**config.mk**
```make
export PLATFORM = sky130hd
export DESIGN_NAME = mem_write_port_flat
export DESIGN_NICKNAME = d
export VERILOG_FILES = /design/src/mem_pkg.sv /design/src/mem_ram_if.sv /design/src/mem_write_port.sv /design/src/flat_wrapper.sv
export SDC_FILE = /design/constraint.sdc
export NUM_CORES = 1
export LEC_CHECK = 0
export BUFFER_PORTS_ARGS = -buffer_cell sky130_fd_sc_hd__buf_4
export CORE_AREA = 2 2 68 83
export DETAILED_ROUTE_END_ITERATION = 10
export DIE_AREA = 0 0 70 85
export HOLD_SLACK_MARGIN = 0.08
export PLACE_DENSITY = 0.81
export REMOVE_ABC_BUFFERS = 1
export SLEW_MARGIN = 20
export SYNTH_ARGS = -nofsm -noshare
export SYNTH_HDL_FRONTEND = slang
export SYNTH_SLANG_ARGS = --single-unit
```
**constraint.sdc**
```tcl
create_clock -name clk -period 2.6 [get_ports clk]
set_clock_uncertainty 0.15 [all_clocks]
set_input_delay 0.65 -clock clk [delete_from_list [all_inputs] [get_ports clk]]
set_output_delay 0.65 -clock clk [all_outputs]
set_load 0.02 [all_outputs]
```
**src/mem_pkg.sv**
```systemverilog
package mem_pkg;

    // axi response codes
    localparam logic [1:0] resp_okay   = 2'b00;
    localparam logic [1:0] resp_slverr = 2'b10;

    // address map, 1 KiB of words
    localparam logic [31:0] mem_base      = 32'h8000_0000;
    localparam int          mem_words     = 256;
    localparam int          mem_addr_bits = 8;
    localparam logic [31:0] mem_bytes     = 32'(mem_words * 4);

    // wait cycles before rvalid
    localparam int read_delay = 1;

    // store word, whole or per byte lane
    typedef union packed {
        logic [31:0]     word;
        logic [3:0][7:0] lanes;
    } store_word_u;

    function automatic logic addr_in_range(input logic [31:0] addr);
        logic [31:0] offset;
        offset = addr - mem_base;
        // wraps to a large offset below the base
        return (addr >= mem_base) && (offset < mem_bytes);
    endfunction

endpackage
```
**src/mem_ram_if.sv**
```systemverilog
`timescale 1ns/1ps

interface mem_ram_if;

    logic                               en;
    logic [mem_pkg::mem_addr_bits-1:0]  addr;
    logic [31:0]                        rdata;
    logic                               we;
    logic [3:0]                         wstrb;
    mem_pkg::store_word_u               wdata;

    modport ctrl (
        output en,
        output addr,
        output we,
        output wstrb,
        output wdata,
        input  rdata
    );

    modport ram (
        input  en,
        input  addr,
        input  we,
        input  wstrb,
        input  wdata,
        output rdata
    );

endinterface

```
**src/mem_write_port.sv**
```systemverilog
`timescale 1ns/1ps

module mem_write_port (
    input  logic        clk,
    input  logic        rst,

    input  logic [31:0] awaddr,
    input  logic        awvalid,
    output logic        awready,

    input  logic [31:0] wdata,
    input  logic [3:0]  wmask,
    input  logic        wen,
    input  logic        wvalid,
    output logic        wready,

    output logic [1:0]  bresp,
    output logic        bvalid,
    input  logic        bready,

    mem_ram_if.ctrl     ram
);

    logic [31:0]          awaddr_latched;
    logic                 awaddr_held;
    logic                 aw_fire;
    logic                 w_fire;
    logic [31:0]          waddr_use;
    logic [1:0]           lane_ofs;
    logic                 addr_ok;
    mem_pkg::store_word_u wdata_aligned;

    // one write response outstanding at a time
    assign awready = !awaddr_held && !bvalid;
    assign wready  = (awaddr_held || aw_fire) && !bvalid;
    assign aw_fire = awvalid && awready;
    assign w_fire  = wvalid && wready;

    assign waddr_use = awaddr_held ? awaddr_latched : awaddr;
    assign lane_ofs  = waddr_use[1:0];
    assign addr_ok   = mem_pkg::addr_in_range(waddr_use);

    // shift into place, upper lanes fall off
    assign wdata_aligned.word = wdata << {lane_ofs, 3'b000};

    assign ram.en    = 1'b0;
    assign ram.addr  = waddr_use[mem_pkg::mem_addr_bits+1:2];
    assign ram.wstrb = 4'(wmask << lane_ofs);
    assign ram.wdata = wdata_aligned;
    assign ram.we    = w_fire && wen && addr_ok && (wmask != 4'b0000);

    always_ff @(posedge clk) begin
        if (aw_fire) begin
            awaddr_latched <= awaddr;
        end
    end

    always_ff @(posedge clk) begin
        if (rst) begin
            awaddr_held <= 1'b0;
        end else begin
            case ({aw_fire, w_fire})
                2'b10:   awaddr_held <= 1'b1;
                2'b01:   awaddr_held <= 1'b0;
                // same-cycle aw and w needs no latch
                2'b11:   awaddr_held <= 1'b0;
                default: awaddr_held <= awaddr_held;
            endcase
        end
    end

    always_ff @(posedge clk) begin
        if (rst) begin
            bvalid <= 1'b0;
            bresp  <= mem_pkg::resp_okay;
        end else begin
            if (bvalid && bready) begin
                bvalid <= 1'b0;
            end else if (w_fire) begin
                bvalid <= 1'b1;
                bresp  <= addr_ok ? mem_pkg::resp_okay : mem_pkg::resp_slverr;
            end
        end
    end

endmodule

```
**src/flat_wrapper.sv**
```systemverilog
// flat-port wrapper written by rule: the top's interface ports become plain ports
module mem_write_port_flat 
  (clk, rst, awaddr, awvalid, awready, wdata, wmask, wen, wvalid, wready, bresp, bvalid, bready, ram_en, ram_addr, ram_we, ram_wstrb, ram_wdata, ram_rdata);
  mem_ram_if ram_i ();
  input  logic clk;
  input  logic rst;
  input  logic [31:0] awaddr;
  input  logic awvalid;
  output logic awready;
  input  logic [31:0] wdata;
  input  logic [3:0] wmask;
  input  logic wen;
  input  logic wvalid;
  output logic wready;
  output logic [1:0] bresp;
  output logic bvalid;
  input  logic bready;
  output wire logic [$bits(ram_i.en)-1:0] ram_en;
  output wire logic [$bits(ram_i.addr)-1:0] ram_addr;
  output wire logic [$bits(ram_i.we)-1:0] ram_we;
  output wire logic [$bits(ram_i.wstrb)-1:0] ram_wstrb;
  output wire logic [$bits(ram_i.wdata)-1:0] ram_wdata;
  input wire logic [$bits(ram_i.rdata)-1:0] ram_rdata;
  assign ram_en = ram_i.en;
  assign ram_addr = ram_i.addr;
  assign ram_we = ram_i.we;
  assign ram_wstrb = ram_i.wstrb;
  assign ram_wdata = ram_i.wdata;
  assign ram_i.rdata = ram_rdata;
  mem_write_port u_core (.clk(clk), .rst(rst), .awaddr(awaddr), .awvalid(awvalid), .awready(awready), .wdata(wdata), .wmask(wmask), .wen(wen), .wvalid(wvalid), .wready(wready), .bresp(bresp), .bvalid(bvalid), .bready(bready), .ram(ram_i));
endmodule
```
==> key figures <==
Synthesis
  – Most frequently used flop master after synthesis: edfxtp_1
  – Mapped Cells: 193
  – Ys async rst share: 0
  – Syn. warnings: 0
  – Yosys top cell area share: 0.495
  – Mapped Area: 0.00194 mm2
  – Synth Area per Inst: 10.0 um2
  – Post-synth top cells: nand2_1, edfxtp_1, a21oi_1
  – FF+latch count, synth: 35
  – Register area share after synthesis: 0.526
  – EDFF count, synth: 32
  – Unique masters post-synth: 29
  – Top cells by area, synth: edfxtp_1, nand2_1, and3_1
  – Yosys top cell by area: edfxtp_1
  – Top-count cell post-synth: nand2_1

GRT
  – Initial antenna violation count: 0
  – First-pass GRT wire length: 8.60 mm
  – Total GRT Usage: 0.178
  – GR Util met3: 0.0463
  – Grt met2 use: 0.308
  – Number of global-route vias before repair: 1911
  – GR peak layer: met2
  – Met1 Usage GRT: 0.215
  – Largest net degree at the start of global routing: 28
  – Global route total overflow: 0

CTS
  – CTS Buf Count: 5
  – CTS tree: built
  – Root Driver: clkbuf_8
  – CTS hold repair buffers: 0
  – Clock Path Buffers: 2
  – Clock sinks: 35
  – H-tree Lvls: 2
  – Clk_lat worst skew: 0.28 ns
  – Clock transition at path regs: 0.07 ns

Power and ir drop
  – Sw Ratio: 0.309
  – Internal Power: 1.15 mW
  – Logic pwr share: 0.365
  – Pwr/cell area: 521 mW/mm2
  – Max VDD drop: 0.000411 V
  – Seq pwr share: 0.407
  – Power share of the clock group: 0.228
  – Switch Pwr: 0.517 mW
  – Lkg Pwr: 1.46 nW

Die
  – Die area: 0.00595 mm2
  – Core Region: 0.00515 mm2
  – IO Pins: 157
  – Die width: 70 um
  – Die H: 85 um
  – Initial Util: 0.376
  – Std-Cell Rows: 29

Worst setup path
  – Depth of the most critical reg-to-reg path: 6
  – CP Capture Type: primary output
  – Critical Path RT: 1.80 ns
  – Nature of the critical path startpoint: register
  – Worst-path fanout max: 2
  – Reg2reg end: u_core.bresp[1]$_SDFFE_PP0P_
  – Critical path arrival: 1.93 ns
  – RR Startpoint: u_core.awaddr_latched[25]$_DFFE_PP_
  – Type of the worst setup path: reg2out
  – Internal reg-to-reg setup slack: 0.60 ns

Place
  – Port bufs: 122
  – Dpl hpwl: 4.19 mm
  – Placer congestion estimate: 0.824
  – Pre-CTS WS: -0.0108 ns

Worst hold path
  – Hold Path Depth: 2
  – Worst Hold Class: reg2reg
  – Hold Crit Start: u_core.bvalid$_SDFFE_PP0N_
  – Worst hold endpoint: u_core.bvalid$_SDFFE_PP0N_

Timing
  – Setup tns final: -0.134 ns
  – Final Hold Vio Count: 0
  – Final Max Slew Viols: 0
  – # setup viols final: 1
  – RSZ-0062 raised after global routing: true
  – FMAX: 366 MHz
  – Final worst slack: -0.134 ns
  – Period Utilization, post-route: 1.05
  – Final min period: 2.73 ns

Drt
  – Antenna Nets Post-Route: 0
  – Routed WL: 5.41 mm
  – Via-to-Cell Ratio: 5.08
  – TritonRoute pass-1 iters: 4
  – Routed vias: 1976
  – DRC Markers: 0
  – Wire length per cell: 13.9 um
  – Initial drt markers: 91

Final layout
  – Antenna Cells: 0
  – Share of cells above drive strength 1: 0.511
  – Final nets: 432
  – Area grow syn2layout: 65.3%

Run status
  – Status: finished, violations left
  – Violated checks: negative setup slack

Flow run
  – MaxCap Viol Count: 0
## registers in the layout, summed over array words and instances, names as in the netlist
name / cells
u_core.awaddr_held: 1
u_core.bvalid: 1
u_core.bresp: 1
u_core.awaddr_latched: 32
## worst max-delay path by stage
stage,startpoint,endpoint,slack (ns),cells after the start
6_report,u_core.awaddr_latched[25]$_DFFE_PP_,ram_we,-0.13,5
5_1_grt,u_core.awaddr_latched[17]$_DFFE_PP_,ram_we,-0.27,5
2_1_floorplan,u_core.awaddr_held$_SDFFE_PP0P_,ram_wdata[16],-0.62,3
3_5_place_dp,awaddr[25],ram_we,-0.01,6
4_1_cts,u_core.awaddr_latched[28]$_DFFE_PP_,ram_we,-0.13,5
3_3_place_gp,awaddr[17],ram_we,0.02,6
## through the flow
step | power, mW | instance area, um2 | util | hold slack, ns | cells
after floorplan | 0.968 | 1880 | - | 0.410 | 182
after global placement | 1.26 | 3000 | 0.582 | 0.341 | 375
after detailed placement | 1.27 | 3000 | 0.582 | 0.353 | 375
after CTS | 1.66 | 3110 | 0.604 | 0.374 | 384
after global routing | 1.76 | 3210 | 0.622 | 0.380 | 389
final | 1.67 | 3210 | 0.622 | 0.370 | 389
## cell type report
type | instances | area [um2]
clock inverter | 2 | 13.8
fill | 434 | 1950
multi-input combinational | 145 | 898
clock buffer | 6 | 72.6
inverter | 2 | 7.51
sequential | 35 | 1020
tap | 62 | 77.6
timing repair buffer | 137 | 1110
## layout by cell type (no fill, tap or decap), types with 2 or more instances in the layout
master,n
dfxtp_1,2
nor3_1,2
mux2i_1,6
a21oi_1,19
mux2i_2,4
buf_8,2
nor2_1,5
or4_1,2
and3_1,18
inv_1,2
buf_4,130
nand2_1,48
mux2_2,9
o21ai_0,10
conb_1,2
nor4_1,4
buf_12,4
edfxtp_1,32
clkbuf_8,5
## metal layers
metal	part of all wire	up-vias
met2	0.52	99
li1	-	967
met5	0	-
met3	0.086	7
met4	0.013	0
met1	0.39	903
## worst max-delay path, cell delays in order (launching register included)
cell and delay [ns]:
edfxtp_1 0.38, or4_4 0.55, nor4_2 0.24, a22oi_2 0.13
nor3_2 0.18, buf_4 0.16
## power by group through the flow
stage               Combinational, mW  Clock [mW]  Sequential (mW)
floorplan                       0.272           0            0.696
global placement                0.574           0            0.689
detailed placement              0.582           0            0.692
CTS                             0.590       0.390            0.680
global route                    0.654       0.422            0.684
finish                          0.609       0.381            0.680
## kinds of logic after synthesis
family,after synthesis,share of synthesized area
flip-flops,35,0.526
AND/OR/NAND/NOR,87,0.218
buffers and inverters,14,0.0355
other,1,0.00193
multiplexers,21,0.117
AO/OA/AOI/OAI,35,0.101
## repair_timing
item                       4_1_cts  5_1_grt
buffers inserted                 1        4
gates resized for setup          5       10
hold endpoints to repair         0        0
setup endpoints to repair       34       26
cloned                           0        1
pin swaps                        5        4
(Power assumes the default switching activity.)
