## config.mk

```make
export PLATFORM = sky130hd
export DESIGN_NAME = mem_read_port_flat
export DESIGN_NICKNAME = d
export VERILOG_FILES = /design/src/mem_pkg.sv /design/src/mem_ram_if.sv /design/src/mem_read_port.sv /design/src/flat_wrapper.sv
export SDC_FILE = /design/constraint.sdc
export NUM_CORES = 1
export LEC_CHECK = 0
export BUFFER_PORTS_ARGS = -buffer_cell sky130_fd_sc_hd__buf_2
export CELL_PAD_IN_SITES_DETAIL_PLACEMENT = 1
export CELL_PAD_IN_SITES_GLOBAL_PLACEMENT = 2
export CORE_MARGIN = 4
export CORE_UTILIZATION = 21
export DETAILED_ROUTE_END_ITERATION = 8
export PLACE_DENSITY = 0.85
export SLEW_MARGIN = 40
export SYNTH_ARGS = -nofsm -noshare
export SYNTH_HDL_FRONTEND = slang
export SYNTH_SLANG_ARGS = --single-unit
```

## constraint.sdc

```tcl
create_clock -name clk -period 1.92 [get_ports clk]
set_clock_uncertainty 0.1 [all_clocks]
set_input_delay 0.384 -clock clk [delete_from_list [all_inputs] [get_ports clk]]
set_output_delay 0.384 -clock clk [all_outputs]
set_load 0.02 [all_outputs]
```

## src/mem_pkg.sv

```systemverilog
package mem_pkg;

    // axi response codes
    localparam logic [1:0] resp_okay   = 2'b00;
    localparam logic [1:0] resp_slverr = 2'b10;

    // address map, 1 KiB of words
    localparam logic [31:0] mem_base      = 32'h8000_0000;
    localparam int          mem_words     = 256;
    localparam int          mem_addr_bits = 8;
    localparam logic [31:0] mem_bytes     = 32'(mem_words * 4);

    // wait cycles before rvalid
    localparam int read_delay = 1;

    // store word, whole or per byte lane
    typedef union packed {
        logic [31:0]     word;
        logic [3:0][7:0] lanes;
    } store_word_u;

    function automatic logic addr_in_range(input logic [31:0] addr);
        logic [31:0] offset;
        offset = addr - mem_base;
        // wraps to a large offset below the base
        return (addr >= mem_base) && (offset < mem_bytes);
    endfunction

endpackage
```

## src/mem_ram_if.sv

```systemverilog
`timescale 1ns/1ps

interface mem_ram_if;

    logic                               en;
    logic [mem_pkg::mem_addr_bits-1:0]  addr;
    logic [31:0]                        rdata;
    logic                               we;
    logic [3:0]                         wstrb;
    mem_pkg::store_word_u               wdata;

    modport ctrl (
        output en,
        output addr,
        output we,
        output wstrb,
        output wdata,
        input  rdata
    );

    modport ram (
        input  en,
        input  addr,
        input  we,
        input  wstrb,
        input  wdata,
        output rdata
    );

endinterface

```

## src/mem_read_port.sv

```systemverilog
`timescale 1ns/1ps

module mem_read_port (
    input  logic        clk,
    input  logic        rst,

    input  logic [31:0] araddr,
    input  logic        arvalid,
    output logic        arready,

    output logic [31:0] rdata,
    output logic [1:0]  rresp,
    output logic        rvalid,
    input  logic        rready,

    mem_ram_if.ctrl     ram
);

    logic       busy;
    logic [1:0] delay_cnt;
    logic       ar_fire;
    logic       addr_ok;

    assign arready = !busy && !rvalid;
    assign ar_fire = arvalid && arready;
    assign addr_ok = mem_pkg::addr_in_range(araddr);

    // read-only use of the ram port
    assign ram.en    = ar_fire && addr_ok;
    assign ram.addr  = araddr[mem_pkg::mem_addr_bits+1:2];
    assign ram.we    = 1'b0;
    assign ram.wstrb = 4'b0000;
    assign ram.wdata = '0;

    // word is ready one edge after the accept
    always_ff @(posedge clk) begin
        if (busy && delay_cnt == 2'(mem_pkg::read_delay)) begin
            rdata <= (rresp == mem_pkg::resp_okay) ? ram.rdata : 32'h0;
        end
    end

    always_ff @(posedge clk) begin
        if (rst) begin
            rresp <= mem_pkg::resp_okay;
        end else if (ar_fire) begin
            rresp <= addr_ok ? mem_pkg::resp_okay : mem_pkg::resp_slverr;
        end
    end

    always_ff @(posedge clk) begin
        if (rst) begin
            rvalid    <= 1'b0;
            busy      <= 1'b0;
            delay_cnt <= 2'b00;
        end else begin
            if (rvalid && rready) begin
                rvalid <= 1'b0;
            end else if (ar_fire) begin
                busy      <= 1'b1;
                delay_cnt <= 2'(mem_pkg::read_delay);
                rvalid    <= 1'b0;
            end else if (busy) begin
                if (delay_cnt != 2'b00) begin
                    delay_cnt <= delay_cnt - 2'b01;
                end else begin
                    // response held until rready
                    rvalid <= 1'b1;
                    busy   <= 1'b0;
                end
            end
        end
    end

endmodule

```

## src/flat_wrapper.sv

```systemverilog
// flat-port wrapper written by rule: the top's interface ports become plain ports
module mem_read_port_flat 
  (clk, rst, araddr, arvalid, arready, rdata, rresp, rvalid, rready, ram_en, ram_addr, ram_we, ram_wstrb, ram_wdata, ram_rdata);
  mem_ram_if ram_i ();
  input  logic clk;
  input  logic rst;
  input  logic [31:0] araddr;
  input  logic arvalid;
  output logic arready;
  output logic [31:0] rdata;
  output logic [1:0] rresp;
  output logic rvalid;
  input  logic rready;
  output wire logic [$bits(ram_i.en)-1:0] ram_en;
  output wire logic [$bits(ram_i.addr)-1:0] ram_addr;
  output wire logic [$bits(ram_i.we)-1:0] ram_we;
  output wire logic [$bits(ram_i.wstrb)-1:0] ram_wstrb;
  output wire logic [$bits(ram_i.wdata)-1:0] ram_wdata;
  input wire logic [$bits(ram_i.rdata)-1:0] ram_rdata;
  assign ram_en = ram_i.en;
  assign ram_addr = ram_i.addr;
  assign ram_we = ram_i.we;
  assign ram_wstrb = ram_i.wstrb;
  assign ram_wdata = ram_i.wdata;
  assign ram_i.rdata = ram_rdata;
  mem_read_port u_core (.clk(clk), .rst(rst), .araddr(araddr), .arvalid(arvalid), .arready(arready), .rdata(rdata), .rresp(rresp), .rvalid(rvalid), .rready(rready), .ram(ram_i));
endmodule
```

==> results by group, run 1 <==
Status
  – Status: finished, violations left
  – Failing checks: setup timing

Timing
  – Worst path setup slack after routing: -0.05388 ns
  – Unrepaired setup endpoints after global routing: yes
  – Relative slew margins: between 60% and 70%
  – Slew Limit Fails: 0
  – Worst-Margin Slew: 0.4672 ns
  – # setup viols final: 1
  – Final worst path period share: 102.8%
  – Final Critical Period: around 2.0 ns
  – Final Hold Viols: 0
  – Fmax achieved: approximately 0.51 GHz

Critical path
  – Flop2flop setup slack: around 0.31 ns
  – CP cell instances: buf_6 > or4_4 > nor4_4 > buf_4
  – Worst path bufs/invs: 2
  – CP required: approximately 1.4 ns
  – Crit-path slowest cell: or4_4
  – Max incr delay on CP: approximately 0.55 ns
  – Critical path class: primary input to primary output
  – CP max FO: 2
  – CP startpoint kind: primary input
  – Worst r2r src: u_core.delay_cnt[0]
  – WP data arrival: approximately 1.5 ns
  – R2R cell count: 5
  – Delay-heaviest family, CP: simple AND/OR/NAND/NOR gates
  – Nature of the critical path endpoint: primary output
  – Worst R2R End: u_core.delay_cnt[0]

Route
  – Post-DR wirelength/cell: approximately 13 um
  – Vias per inst: around 3.7
  – Starting DRT DRC Count: 20
  – Number of remaining DRC errors: 0
  – Initial DRT Pass Iterations: 4
  – Final WL: 4629 um
  – Final antenna-violating net count: 0
  – Via count: ~1300

Floorplan
  – Row count: 33
  – Starting density of the core: 22.03%
  – Die Area: roughly 10000 sq um
  – DIE WIDTH: a little over 100 um
  – Core Area: around 8400 sq um
  – Die Height: ~100 um
  – Num ports: 150

Run
  – Max-cap violations: 0

Cells and area
  – Non-Filler Instances: between 300 and 400
  – Fill cells: roughly 980
  – N_diodes: 0
  – Layout cell share with drive strength beyond 1: between 40 and 50%
  – Total Nets Final: 314
  – Area Growth Syn to Fin: 28.93%

Yosys
  – Syn. warnings: 0
  – Avg Synthesized Cell Area: ~12 sq um
  – Sequential area share after synthesis: around 57%
  – Yosys cell types: 29
  – Syn Std Cell Area: 1847 sq um
  – FF+latch count, synth: 37
  – Mapped Cells: about 150

Place
  – Worst slack at placement: -0.03131 ns
  – Placed cell count: ~340
  – Final Wtd Congestion: 0.7191
  – HPWL Detailed: around 3700 um
  – I/O Buffers: 93

Clock tree
  – Bufs on Longest Clock Path: 2
  – CTS tree: done
  – H-Tree Depth: 2
  – TritonCTS Buffers: 5
  – CTS sink count: 37
  – CTS Root Buffer Type: clkbuf_8
  – Clock network latency to the later pin of the worst-skew pair: roughly 0.28 ns
  – CTS clock-pin slew for the worst setup and hold paths: approximately 0.080 ns
  – # hold bufs at CTS: 0

Power
  – Combinational share of power: 19.3%
  – Clock share of power: between 20% and 30%
  – Leak: ~1.1 nW
  – Switching part of the total: around 28%
  – Cell internal pwr: 1.301 mW
  – PwrDens: 758.5 nW/um^2
  – Sw power: 0.5045 mW
  – Maximum VDD drop: approximately 0.00024 V
  – Sequential power share: roughly half

Global routing
  – GRT Resource Usage Total: 8.364%
  – Vias in the first global route: roughly 1300
  – Global-route wire length before repair: 6555 um
  – GRT overflow: 0
  – Largest net degree at the start of global routing: 34
  – Antenna violations before repair: 0

Worst hold path
  – WHS Endpoint: u_core.busy
  – WHS Path Cells: 2
  – Worst hold start: rst
  – Min-Delay Path Class: primary input to flop
-- power groups by stage --
stage | clock network, mW | logic (mW) | registers, mW
final | 0.521 | 0.348 | 0.937
after detailed placement | 0 | 0.338 | 0.959
after global placement | 0 | 0.329 | 0.955
after floorplan | 0 | 0.248 | 1.00
after CTS | 0.553 | 0.349 | 0.938
after global routing | 0.589 | 0.383 | 0.940
-- metal layers --
layer / routed length (um) / up-vias / GRT usage, %
li1: - / 617 / -
met3: 623 / 4 / 2.548
met5: 0 / - / 0
met1: 1807 / 594 / 9.762
met4: 51 / 0 / 3.885
met2: 2147 / 95 / 14.03
-- metrics by stage --
| step | instance area (sq um) | hold slack, ns | util (%) | power (mW) | TNS, ns |
|---|---|---|---|---|---|
| 6_report | 2381 | 0.2496 | 28.41 | 1.806 | -0.05388 |
| 5_1_grt | 2381 | 0.2493 | 28.41 | 1.912 | -0.08322 |
| 4_1_cts | 2372 | 0.2471 | 28.30 | 1.840 | -0.02992 |
| 3_5_place_dp | 2267 | 0.4269 | 27.05 | 1.297 | -0.03131 |
| 3_3_place_gp | 2267 | 0.3811 | 27.05 | 1.284 | -0.008974 |
| 2_1_floorplan | 1992 | 0.3534 | - | 1.248 | 0 |
-- cells in the final DEF, fill, tap and decap left out, drive strengths merged, types with 2 or more instances in the layout --
cell and instances:
nor2b 32, clkinv 2, edfxtp 32, ha 2
buf 97, inv 4, nand2b 2, nor2 3
clkbuf 6, nor4 4, conb 38, dfxtp 5
-- registers in the layout (all words and copies together), names as in the netlist --
signal / count
u_core.busy: 1
u_core.delay_cnt: 2
u_core.rdata: 32
u_core.rresp: 1
u_core.rvalid: 1
-- Yosys cell counts, drive strengths merged --
| library cell | n | area share (%) |
|---|---|---|
| o21a | 1 | 0.41 |
| inv | 4 | 0.81 |
| a211oi | 1 | 0.41 |
| nand2b | 2 | 0.68 |
| a21oi | 1 | 0.27 |
| conb | 1 | 0.20 |
| or3 | 1 | 0.34 |
| nor2b | 32 | 11 |
| mux2 | 1 | 0.61 |
| or2 | 1 | 0.34 |
| a2111oi | 1 | 0.47 |
| a31oi | 1 | 0.34 |
| nor4 | 4 | 1.4 |
| nand2 | 1 | 0.20 |
| a21o | 1 | 0.41 |
| or3b | 1 | 0.47 |
| a311oi | 1 | 0.47 |
| nor2 | 3 | 0.61 |
| edfxtp | 32 | 52 |
| a41o | 1 | 0.54 |
| buf | 46 | 19 |
| and2 | 1 | 0.34 |
| nand4 | 1 | 0.34 |
| ha | 2 | 1.4 |
| dfxtp | 5 | 5.4 |
| or4b | 1 | 0.54 |
| nand3 | 1 | 0.27 |
| or4 | 1 | 0.61 |
| clkbuf | 3 | 0.61 |
-- logic make-up after synthesis --
logic type               Yosys count  share of synthesized area (%)
other                              1                         0.2031
multiplexers                       1                         0.6097
flip-flops                        37                          57.45
buffers and inverters             53                          20.12
AND/OR/NAND/NOR                   50                          16.94
AO/OA/AOI/OAI                      8                          3.320
adder cells (fa/ha/maj)            2                          1.355
-- area by class of cell --
cell class | count | area, sq um | area share (%)
Clock inverter | 2 | 10.01 | 0.4204
Sequential cell | 37 | 1065 | 44.72
Tap cell | 105 | 131.4 | 5.518
Inverter | 4 | 15.01 | 0.6306
Clock buffer | 6 | 72.57 | 3.048
Timing Repair Buffer | 97 | 516.7 | 21.70
Multi-Input combinational cell | 99 | 570.5 | 23.96
-- worst max-delay path by stage --
stage          slack (ns)  cells after the start  endpoint   startpoint
3_5_place_dp        -0.03                      4    ram_en   araddr[19]
4_1_cts             -0.03                      3    ram_en  u_core.busy
2_1_floorplan        0.02                      2    ram_en   araddr[19]
6_report            -0.05                      4    ram_en   araddr[29]
3_3_place_gp       -0.009                      4    ram_en   araddr[19]
5_1_grt             -0.08                      4    ram_en   araddr[29]
-- timing repair --
item / 4_1_cts / 5_1_grt
setup endpoints to repair: 1 / 1
pin swaps: 2 / 0
setup buffers: 1 / 0
resized for setup: 5 / 1
No activity file was read; power rests on OpenSTA's default activity.
==> run 2: changes to the inputs <==
--- a/config.mk
+++ b/config.mk
@@ -12,7 +12,9 @@
 export CORE_UTILIZATION = 21
 export DETAILED_ROUTE_END_ITERATION = 8
 export PLACE_DENSITY = 0.85
+export RECOVER_POWER = 50
 export SLEW_MARGIN = 40
 export SYNTH_ARGS = -nofsm -noshare
 export SYNTH_HDL_FRONTEND = slang
 export SYNTH_SLANG_ARGS = --single-unit
+export TNS_END_PERCENT = 20
==> run 2 against run 1 <==
Net effect: the flow still finishes with violations (setup timing); utilization is 0.25 points lower; register-to-register slack hardly changed; non-clock buffer count stayed put; hold slack hardly changed; critical path type unchanged.
==> results by group, run 2 (synthesis results as in run 1) <==
Place
  – Final Wtd Congestion: 0.7191 (unchanged)
  – Area after DPL: 2267 sq um (unchanged)
  – Worst slack at placement: -0.03131 ns (unchanged)
  – Placed cell count: 341 (unchanged)
  – I/O Buffers: 93 (unchanged)
  – HPWL Detailed: 3731 um (unchanged)

Cells and area
  – Biggest regs: u_core.rdata x32, u_core.delay_cnt x2 (unchanged)
  – N_diodes: 0 (unchanged)
  – Most frequent cells in the layout: buf_2 (76), conb_1 (38), nor2b_1 (32), edfxtp_1 (32), clkbuf_1 (16) (was buf_2 (91), conb_1 (38), nor2b_1 (32), edfxtp_1 (32), clkbuf_8 (5))
  – Area Growth Syn to Fin: 27.78% (was 28.93%)
  – Max FFs per register: 32 (unchanged)
  – Biggest register: u_core.rdata (unchanged)
  – Design area: 2360 sq um (was 2381 sq um)
  – Non-Filler Instances: 350 (unchanged)
  – Commonest non-fill, non-tap cell in the layout: buf_2 (unchanged)
  – Fill cells: 985 (was 983)
  – Layout cell share with drive strength beyond 1: 38.78% (was 44.90%)
  – Total Nets Final: 314 (unchanged)
  – Core Util, Final: 28.15% (was 28.41%)

Critical path
  – CP required: 1.44 ns (about the same)
  – CP startpoint kind: primary input (unchanged)
  – Worst path bufs/invs: 2 (unchanged)
  – Flop2flop setup slack: 0.31 ns (about the same)
  – R2R cell count: 5 (unchanged)
  – Crit-path slowest cell: or4_4 (unchanged)
  – Max incr delay on CP: 0.55 ns (about the same)
  – Delay-heaviest family, CP: simple AND/OR/NAND/NOR gates (unchanged)
  – WP data arrival: 1.49 ns (about the same)
  – CP max FO: 2 (unchanged)
  – Worst R2R End: u_core.delay_cnt[0] (unchanged)
  – CP cell instances: buf_6 > or4_4 > nor4_4 > buf_4 (unchanged)
  – Worst r2r src: u_core.delay_cnt[0] (unchanged)
  – Nature of the critical path endpoint: primary output (unchanged)
  – Critical path class: primary input to primary output (unchanged)

Worst hold path
  – WHS Path Cells: 2 (unchanged)
  – WHS Endpoint: u_core.busy (unchanged)
  – Worst hold start: rst (unchanged)
  – Min-Delay Path Class: primary input to flop (unchanged)

Floorplan
  – Starting density of the core: 22.03% (unchanged)
  – Core Area: 8382 sq um (unchanged)
  – Num ports: 150 (unchanged)
  – Die Height: 101.8 um (unchanged)
  – Row count: 33 (unchanged)
  – DIE WIDTH: 101.8 um (unchanged)
  – Die Area: 10360 sq um (unchanged)

Timing
  – Relative slew margins: 57.84% (was 68.05%)
  – Worst-Margin Slew: 0.6323 ns (was 0.4672 ns)
  – Fmax achieved: 0.5066 GHz (unchanged)
  – Post-Route Setup TNS: -0.05388 ns (unchanged)
  – # setup viols final: 1 (unchanged)
  – Unrepaired setup endpoints after global routing: yes (unchanged)
  – Final Hold Viols: 0 (unchanged)
  – Final worst path period share: 102.8% (unchanged)
  – Worst path setup slack after routing: -0.05388 ns (unchanged)
  – Final Critical Period: 1.974 ns (unchanged)
  – Min Hold Slack: 0.2497 ns (was 0.2496 ns)
  – Slew Limit Fails: 0 (unchanged)

Route
  – Starting DRT DRC Count: 19 (was 20)
  – Initial DRT Pass Iterations: 4 (unchanged)
  – Vias per inst: 3.717 (was 3.743)
  – Final WL: 4647 um (was 4629 um)
  – Post-DR wirelength/cell: 13.28 um (was 13.23 um)
  – Final antenna-violating net count: 0 (unchanged)
  – Via count: 1301 (was 1310)
  – Number of remaining DRC errors: 0 (unchanged)

Clock tree
  – H-Tree Depth: 2 (unchanged)
  – CTS sink count: 37 (unchanged)
  – CTS tree: done (unchanged)
  – TritonCTS Buffers: 5 (unchanged)
  – Bufs on Longest Clock Path: 2 (unchanged)
  – Clock network latency to the later pin of the worst-skew pair: 0.28 ns (about the same)
  – CTS Root Buffer Type: clkbuf_8 (unchanged)
  – CTS clock-pin slew for the worst setup and hold paths: 0.08 ns (about the same)

Power
  – PwrDens: 763.5 nW/um^2 (was 758.5 nW/um^2)
  – Sw power: 0.5045 mW (about the same)
  – Cell internal pwr: 1.297 mW (was 1.301 mW)
  – Maximum VDD drop: 0.0002424 V (was 0.0002427 V)
  – Sequential power share: 52.0% (was 51.9%)
  – Combinational share of power: 19.0% (was 19.3%)
  – Tot Pwr: 1.802 mW (was 1.806 mW)
  – Clock share of power: 28.9% (about the same)
  – Leak: 1.023 nW (was 1.065 nW)
  – Switching part of the total: 28.00% (was 27.94%)

Status
  – Status: finished, violations left (unchanged)
  – Failing checks: setup timing (unchanged)

Run
  – Max-cap violations: 0 (unchanged)

Global routing
  – Largest net degree at the start of global routing: 34 (unchanged)
  – GRT Resource Usage Total: 8.364% (unchanged)
  – Antenna violations before repair: 0 (unchanged)
  – GRT overflow: 0 (unchanged)
  – Vias in the first global route: 1303 (unchanged)
  – Global-route wire length before repair: 6555 um (unchanged)
[run 2: timing repair]
| action | in CTS | in global routing |
|---|---|---|
| buffers inserted | 1 | 0 |
| resized for setup | 5 | 1 |
| hold buffers | 0 | 0 |
| pin swaps | 2 | 0 |
| cloned | 0 | 0 |
| setup endpoints to repair | 1 | 1 |
[run 2: how the worst max path moves through the flow]
stage / startpoint / endpoint / cells after the start
2_1_floorplan: araddr[19] / ram_en / 2
3_3_place_gp: araddr[19] / ram_en / 4
3_5_place_dp: araddr[19] / ram_en / 4
4_1_cts: u_core.busy / ram_en / 3
5_1_grt: araddr[29] / ram_en / 4
6_report: araddr[29] / ram_en / 4
[run 2: worst register-to-register path, stage by stage, from the launching register on]
cell and delay, ns:
dfxtp_1 0.34, inv_1 0.07, ha_1 0.22, nand2b_1 0.20, or2_2 0.32, a311oi_1 0.28
[run 2: power groups by stage]
stage          registers [mW]  clock network [mW]  logic [mW]
2_1_floorplan            1.00                   0       0.248
3_3_place_gp            0.955                   0       0.329
3_5_place_dp            0.959                   0       0.338
4_1_cts                 0.938               0.553       0.349
5_1_grt                 0.941               0.589       0.379
6_report                0.938               0.521       0.343
[run 2: routing by layer]
metal  global-route usage, %  routed length, um  share of wire, %
met1                   9.762               1800                39
met2                   14.03               2139                46
met3                   2.548                656                14
met4                   3.885                 51               1.1
met5                       0                  0                 0
[run 2: area by class of cell]
| type | instances | area (sq um) | share of cell area [%] |
|---|---|---|---|
| repair buffers | 97 | 495.5 | 21.00 |
| multi-input cells | 99 | 570.5 | 24.18 |
| well taps | 105 | 131.4 | 5.567 |
| clock buffers | 6 | 72.57 | 3.075 |
| flip-flops and latches | 37 | 1065 | 45.12 |
| clock inverters | 2 | 10.01 | 0.4242 |
| inverters | 4 | 15.01 | 0.6363 |
==> run 3: changes to the inputs <==
--- a/config.mk
+++ b/config.mk
@@ -11,7 +11,7 @@
 export CORE_MARGIN = 4
 export CORE_UTILIZATION = 21
 export DETAILED_ROUTE_END_ITERATION = 8
-export PLACE_DENSITY = 0.85
+export PLACE_DENSITY = 0.77
 export RECOVER_POWER = 50
 export SLEW_MARGIN = 40
 export SYNTH_ARGS = -nofsm -noshare
==> run 3 against run 2 <==
Net effect: sequential power is essentially flat; via count grew 2.2%; critical path depth is the same; global-route usage shrank 0.71 points; sequential share of layout area shrank 0.94 points; the flow still finishes with violations (setup timing); highest routed layer unchanged; flip-flop and latch count is the same; clock-buffer cell count shrank 1; die area is the same; worst setup slack gained 0.020 ns.
==> results by group, run 3 (synthesis results as in run 1) <==
Status
  – Status: finished, violations left (unchanged)
  – Failing checks: setup timing (unchanged)

Place
  – Area after DPL: 2262 sq um (was 2267 sq um)
  – HPWL Detailed: 3581 um (was 3731 um)
  – Placed cell count: 342 (was 341)
  – I/O Buffers: 93 (unchanged)
  – Final Wtd Congestion: 0.6684 (was 0.7191)

Power
  – PwrDens: 749.6 nW/um^2 (was 763.5 nW/um^2)
  – Maximum VDD drop: 0.0002767 V (was 0.0002424 V)
  – Leak: 1.052 nW (was 1.023 nW)

Clock tree
  – CTS sink count: 37 (unchanged)
  – H-Tree Depth: 2 (unchanged)
  – Bufs on Longest Clock Path: 2 (unchanged)
  – # hold bufs at CTS: 0 (unchanged)
  – Clock network latency to the later pin of the worst-skew pair: 0.28 ns (about the same)
  – CTS tree: done (unchanged)
  – CTS clock-pin slew for the worst setup and hold paths: 0.07 ns (was 0.08 ns)
  – TritonCTS Buffers: 5 (unchanged)
  – CTS Root Buffer Type: clkbuf_8 (unchanged)

Critical path
  – Max incr delay on CP: 0.55 ns (about the same)
  – CP max FO: 2 (unchanged)
  – CP startpoint kind: primary input (unchanged)
  – Critical path class: primary input to primary output (unchanged)
  – CP cell instances: buf_6 > or4_4 > nor4_4 > buf_4 (unchanged)
  – WP data arrival: 1.47 ns (was 1.49 ns)
  – Delay-heaviest family, CP: simple AND/OR/NAND/NOR gates (unchanged)
  – Crit-path slowest cell: or4_4 (unchanged)
  – Nature of the critical path endpoint: primary output (unchanged)
  – Worst path bufs/invs: 2 (unchanged)
  – Worst r2r src: u_core.delay_cnt[0] (unchanged)
  – CP required: 1.44 ns (about the same)
  – Worst setup path start: araddr[19] (was araddr[29])

Timing
  – Post-Route Setup TNS: -0.03362 ns (was -0.05388 ns)
  – Fmax achieved: 0.5119 GHz (was 0.5066 GHz)
  – Relative slew margins: 62.47% (was 57.84%)
  – Unrepaired setup endpoints after global routing: yes (unchanged)
  – Worst path setup slack after routing: -0.03362 ns (was -0.05388 ns)
  – Worst-Margin Slew: 0.5629 ns (was 0.6323 ns)
  – Slew Limit Fails: 0 (unchanged)
  – Final Critical Period: 1.954 ns (was 1.974 ns)
  – Final Hold Viols: 0 (unchanged)
  – Final worst path period share: 101.8% (was 102.8%)
  – # setup viols final: 1 (unchanged)

Global routing
  – GRT overflow: 0 (unchanged)
  – GRT Resource Usage Total: 7.657% (was 8.364%)
  – Vias in the first global route: 1363 (was 1303)
  – Largest net degree at the start of global routing: 30 (was 34)
  – Antenna violations before repair: 0 (unchanged)
  – Global-route wire length before repair: 6168 um (was 6555 um)

Floorplan
  – Core Area: 8382 sq um (unchanged)
  – Row count: 33 (unchanged)
  – Starting density of the core: 22.03% (unchanged)
  – Num ports: 150 (unchanged)
  – DIE WIDTH: 101.8 um (unchanged)
  – Die Area: 10360 sq um (unchanged)
  – Die Height: 101.8 um (unchanged)

Cells and area
  – N_diodes: 0 (unchanged)
  – Fill cells: 1001 (was 985)
  – Area Growth Syn to Fin: 30.49% (was 27.78%)
  – Max FFs per register: 32 (unchanged)
  – Multi-input gate area: 593.1 sq um (was 570.5 sq um)
  – Biggest register: u_core.rdata (unchanged)
  – Design area: 2410 sq um (was 2360 sq um)
  – Commonest non-fill, non-tap cell in the layout: buf_2 (unchanged)
  – Non-Filler Instances: 352 (was 350)
  – Biggest regs: u_core.rdata x32, u_core.delay_cnt x2 (unchanged)
  – Most frequent cells in the layout: buf_2 (81), conb_1 (38), nor2b_1 (32), edfxtp_1 (32), clkbuf_1 (9) (was buf_2 (76), conb_1 (38), nor2b_1 (32), edfxtp_1 (32), clkbuf_1 (16))
  – Total Nets Final: 316 (was 314)
  – Layout cell share with drive strength beyond 1: 43.72% (was 38.78%)
  – FF/Latch Area: 1065 sq um (unchanged)

Route
  – Final WL: 4404 um (was 4647 um)
  – Post-DR wirelength/cell: 12.51 um (was 13.28 um)
  – Vias per inst: 3.776 (was 3.717)
  – Starting DRT DRC Count: 22 (was 19)
  – Number of remaining DRC errors: 0 (unchanged)
  – Final antenna-violating net count: 0 (unchanged)
  – Initial DRT Pass Iterations: 2 (was 4)
  – Via count: 1329 (was 1301)

Worst hold path
  – Worst hold start: rst (unchanged)
  – Min-Delay Path Class: primary input to flop (unchanged)

Run
  – Max-cap violations: 0 (unchanged)
[run 3: per-layer routing]
layer  part of all wire [%]  wire length [um]  vias to the layer above  GRT usage, %
li1                       -                 -                      622             -
met1                     36              1594                      604         8.598
met2                     49              2136                       92         13.18
met3                     13               594                       11         2.755
met4                    1.8                80                        0         3.067
met5                      0                 0                        -             0
[run 3: worst reg2reg max path, stage by stage, from the launching register on]
cell and delay (ns):
dfxtp_1 0.34, inv_1 0.07, ha_1 0.22, nand2b_1 0.20
or2_2 0.32, a41o_1 0.24
[run 3: what timing repair did]
item,4_1_cts,5_1_grt
gates resized for setup,4,9
buffers inserted,1,1
endpoints found under the hold margin,0,0
endpoints found under the setup margin,1,1
pin swaps,2,5
[run 3: cell type report]
cell class              instances  share of cell area [%]
well taps                     105                   5.452
clock inverters                 3                  0.7269
clock buffers                   5                   2.856
flip-flops and latches         37                   44.18
inverters                       4                  0.6231
repair buffers                 99                   21.55
multi-input cells              99                   24.61
[run 3: path summary, 6_finish.rpt]
kind                              end  slack, ns  cells after the start
setup / recovery               ram_en      -0.03                      4
setup reg to reg  u_core.delay_cnt[1]       0.33                      5
hold reg to reg   u_core.delay_cnt[1]       0.41                      1
hold / removal            u_core.busy       0.24                      2
[run 3: metrics by stage]
step                utilization, %  hold slack [ns]  setup WS, ns  power [mW]
floorplan                        -           0.3534       0.02155       1.248
global placement             26.99           0.3787      -0.01496       1.282
detailed placement           26.99           0.3933      -0.02447       1.293
CTS                          28.26           0.2253      -0.04293       1.833
global route                 28.75           0.2372      -0.07646       1.905
finish                       28.75           0.2352      -0.03362       1.806
[run 3: where the power goes]
group	leakage, nW	switching (mW)	total (mW)	internal, mW
combinational	0.673	0.221	0.342	0.121
sequential	0.335	0.0143	0.940	0.926
clock	0.0439	0.274	0.524	0.250
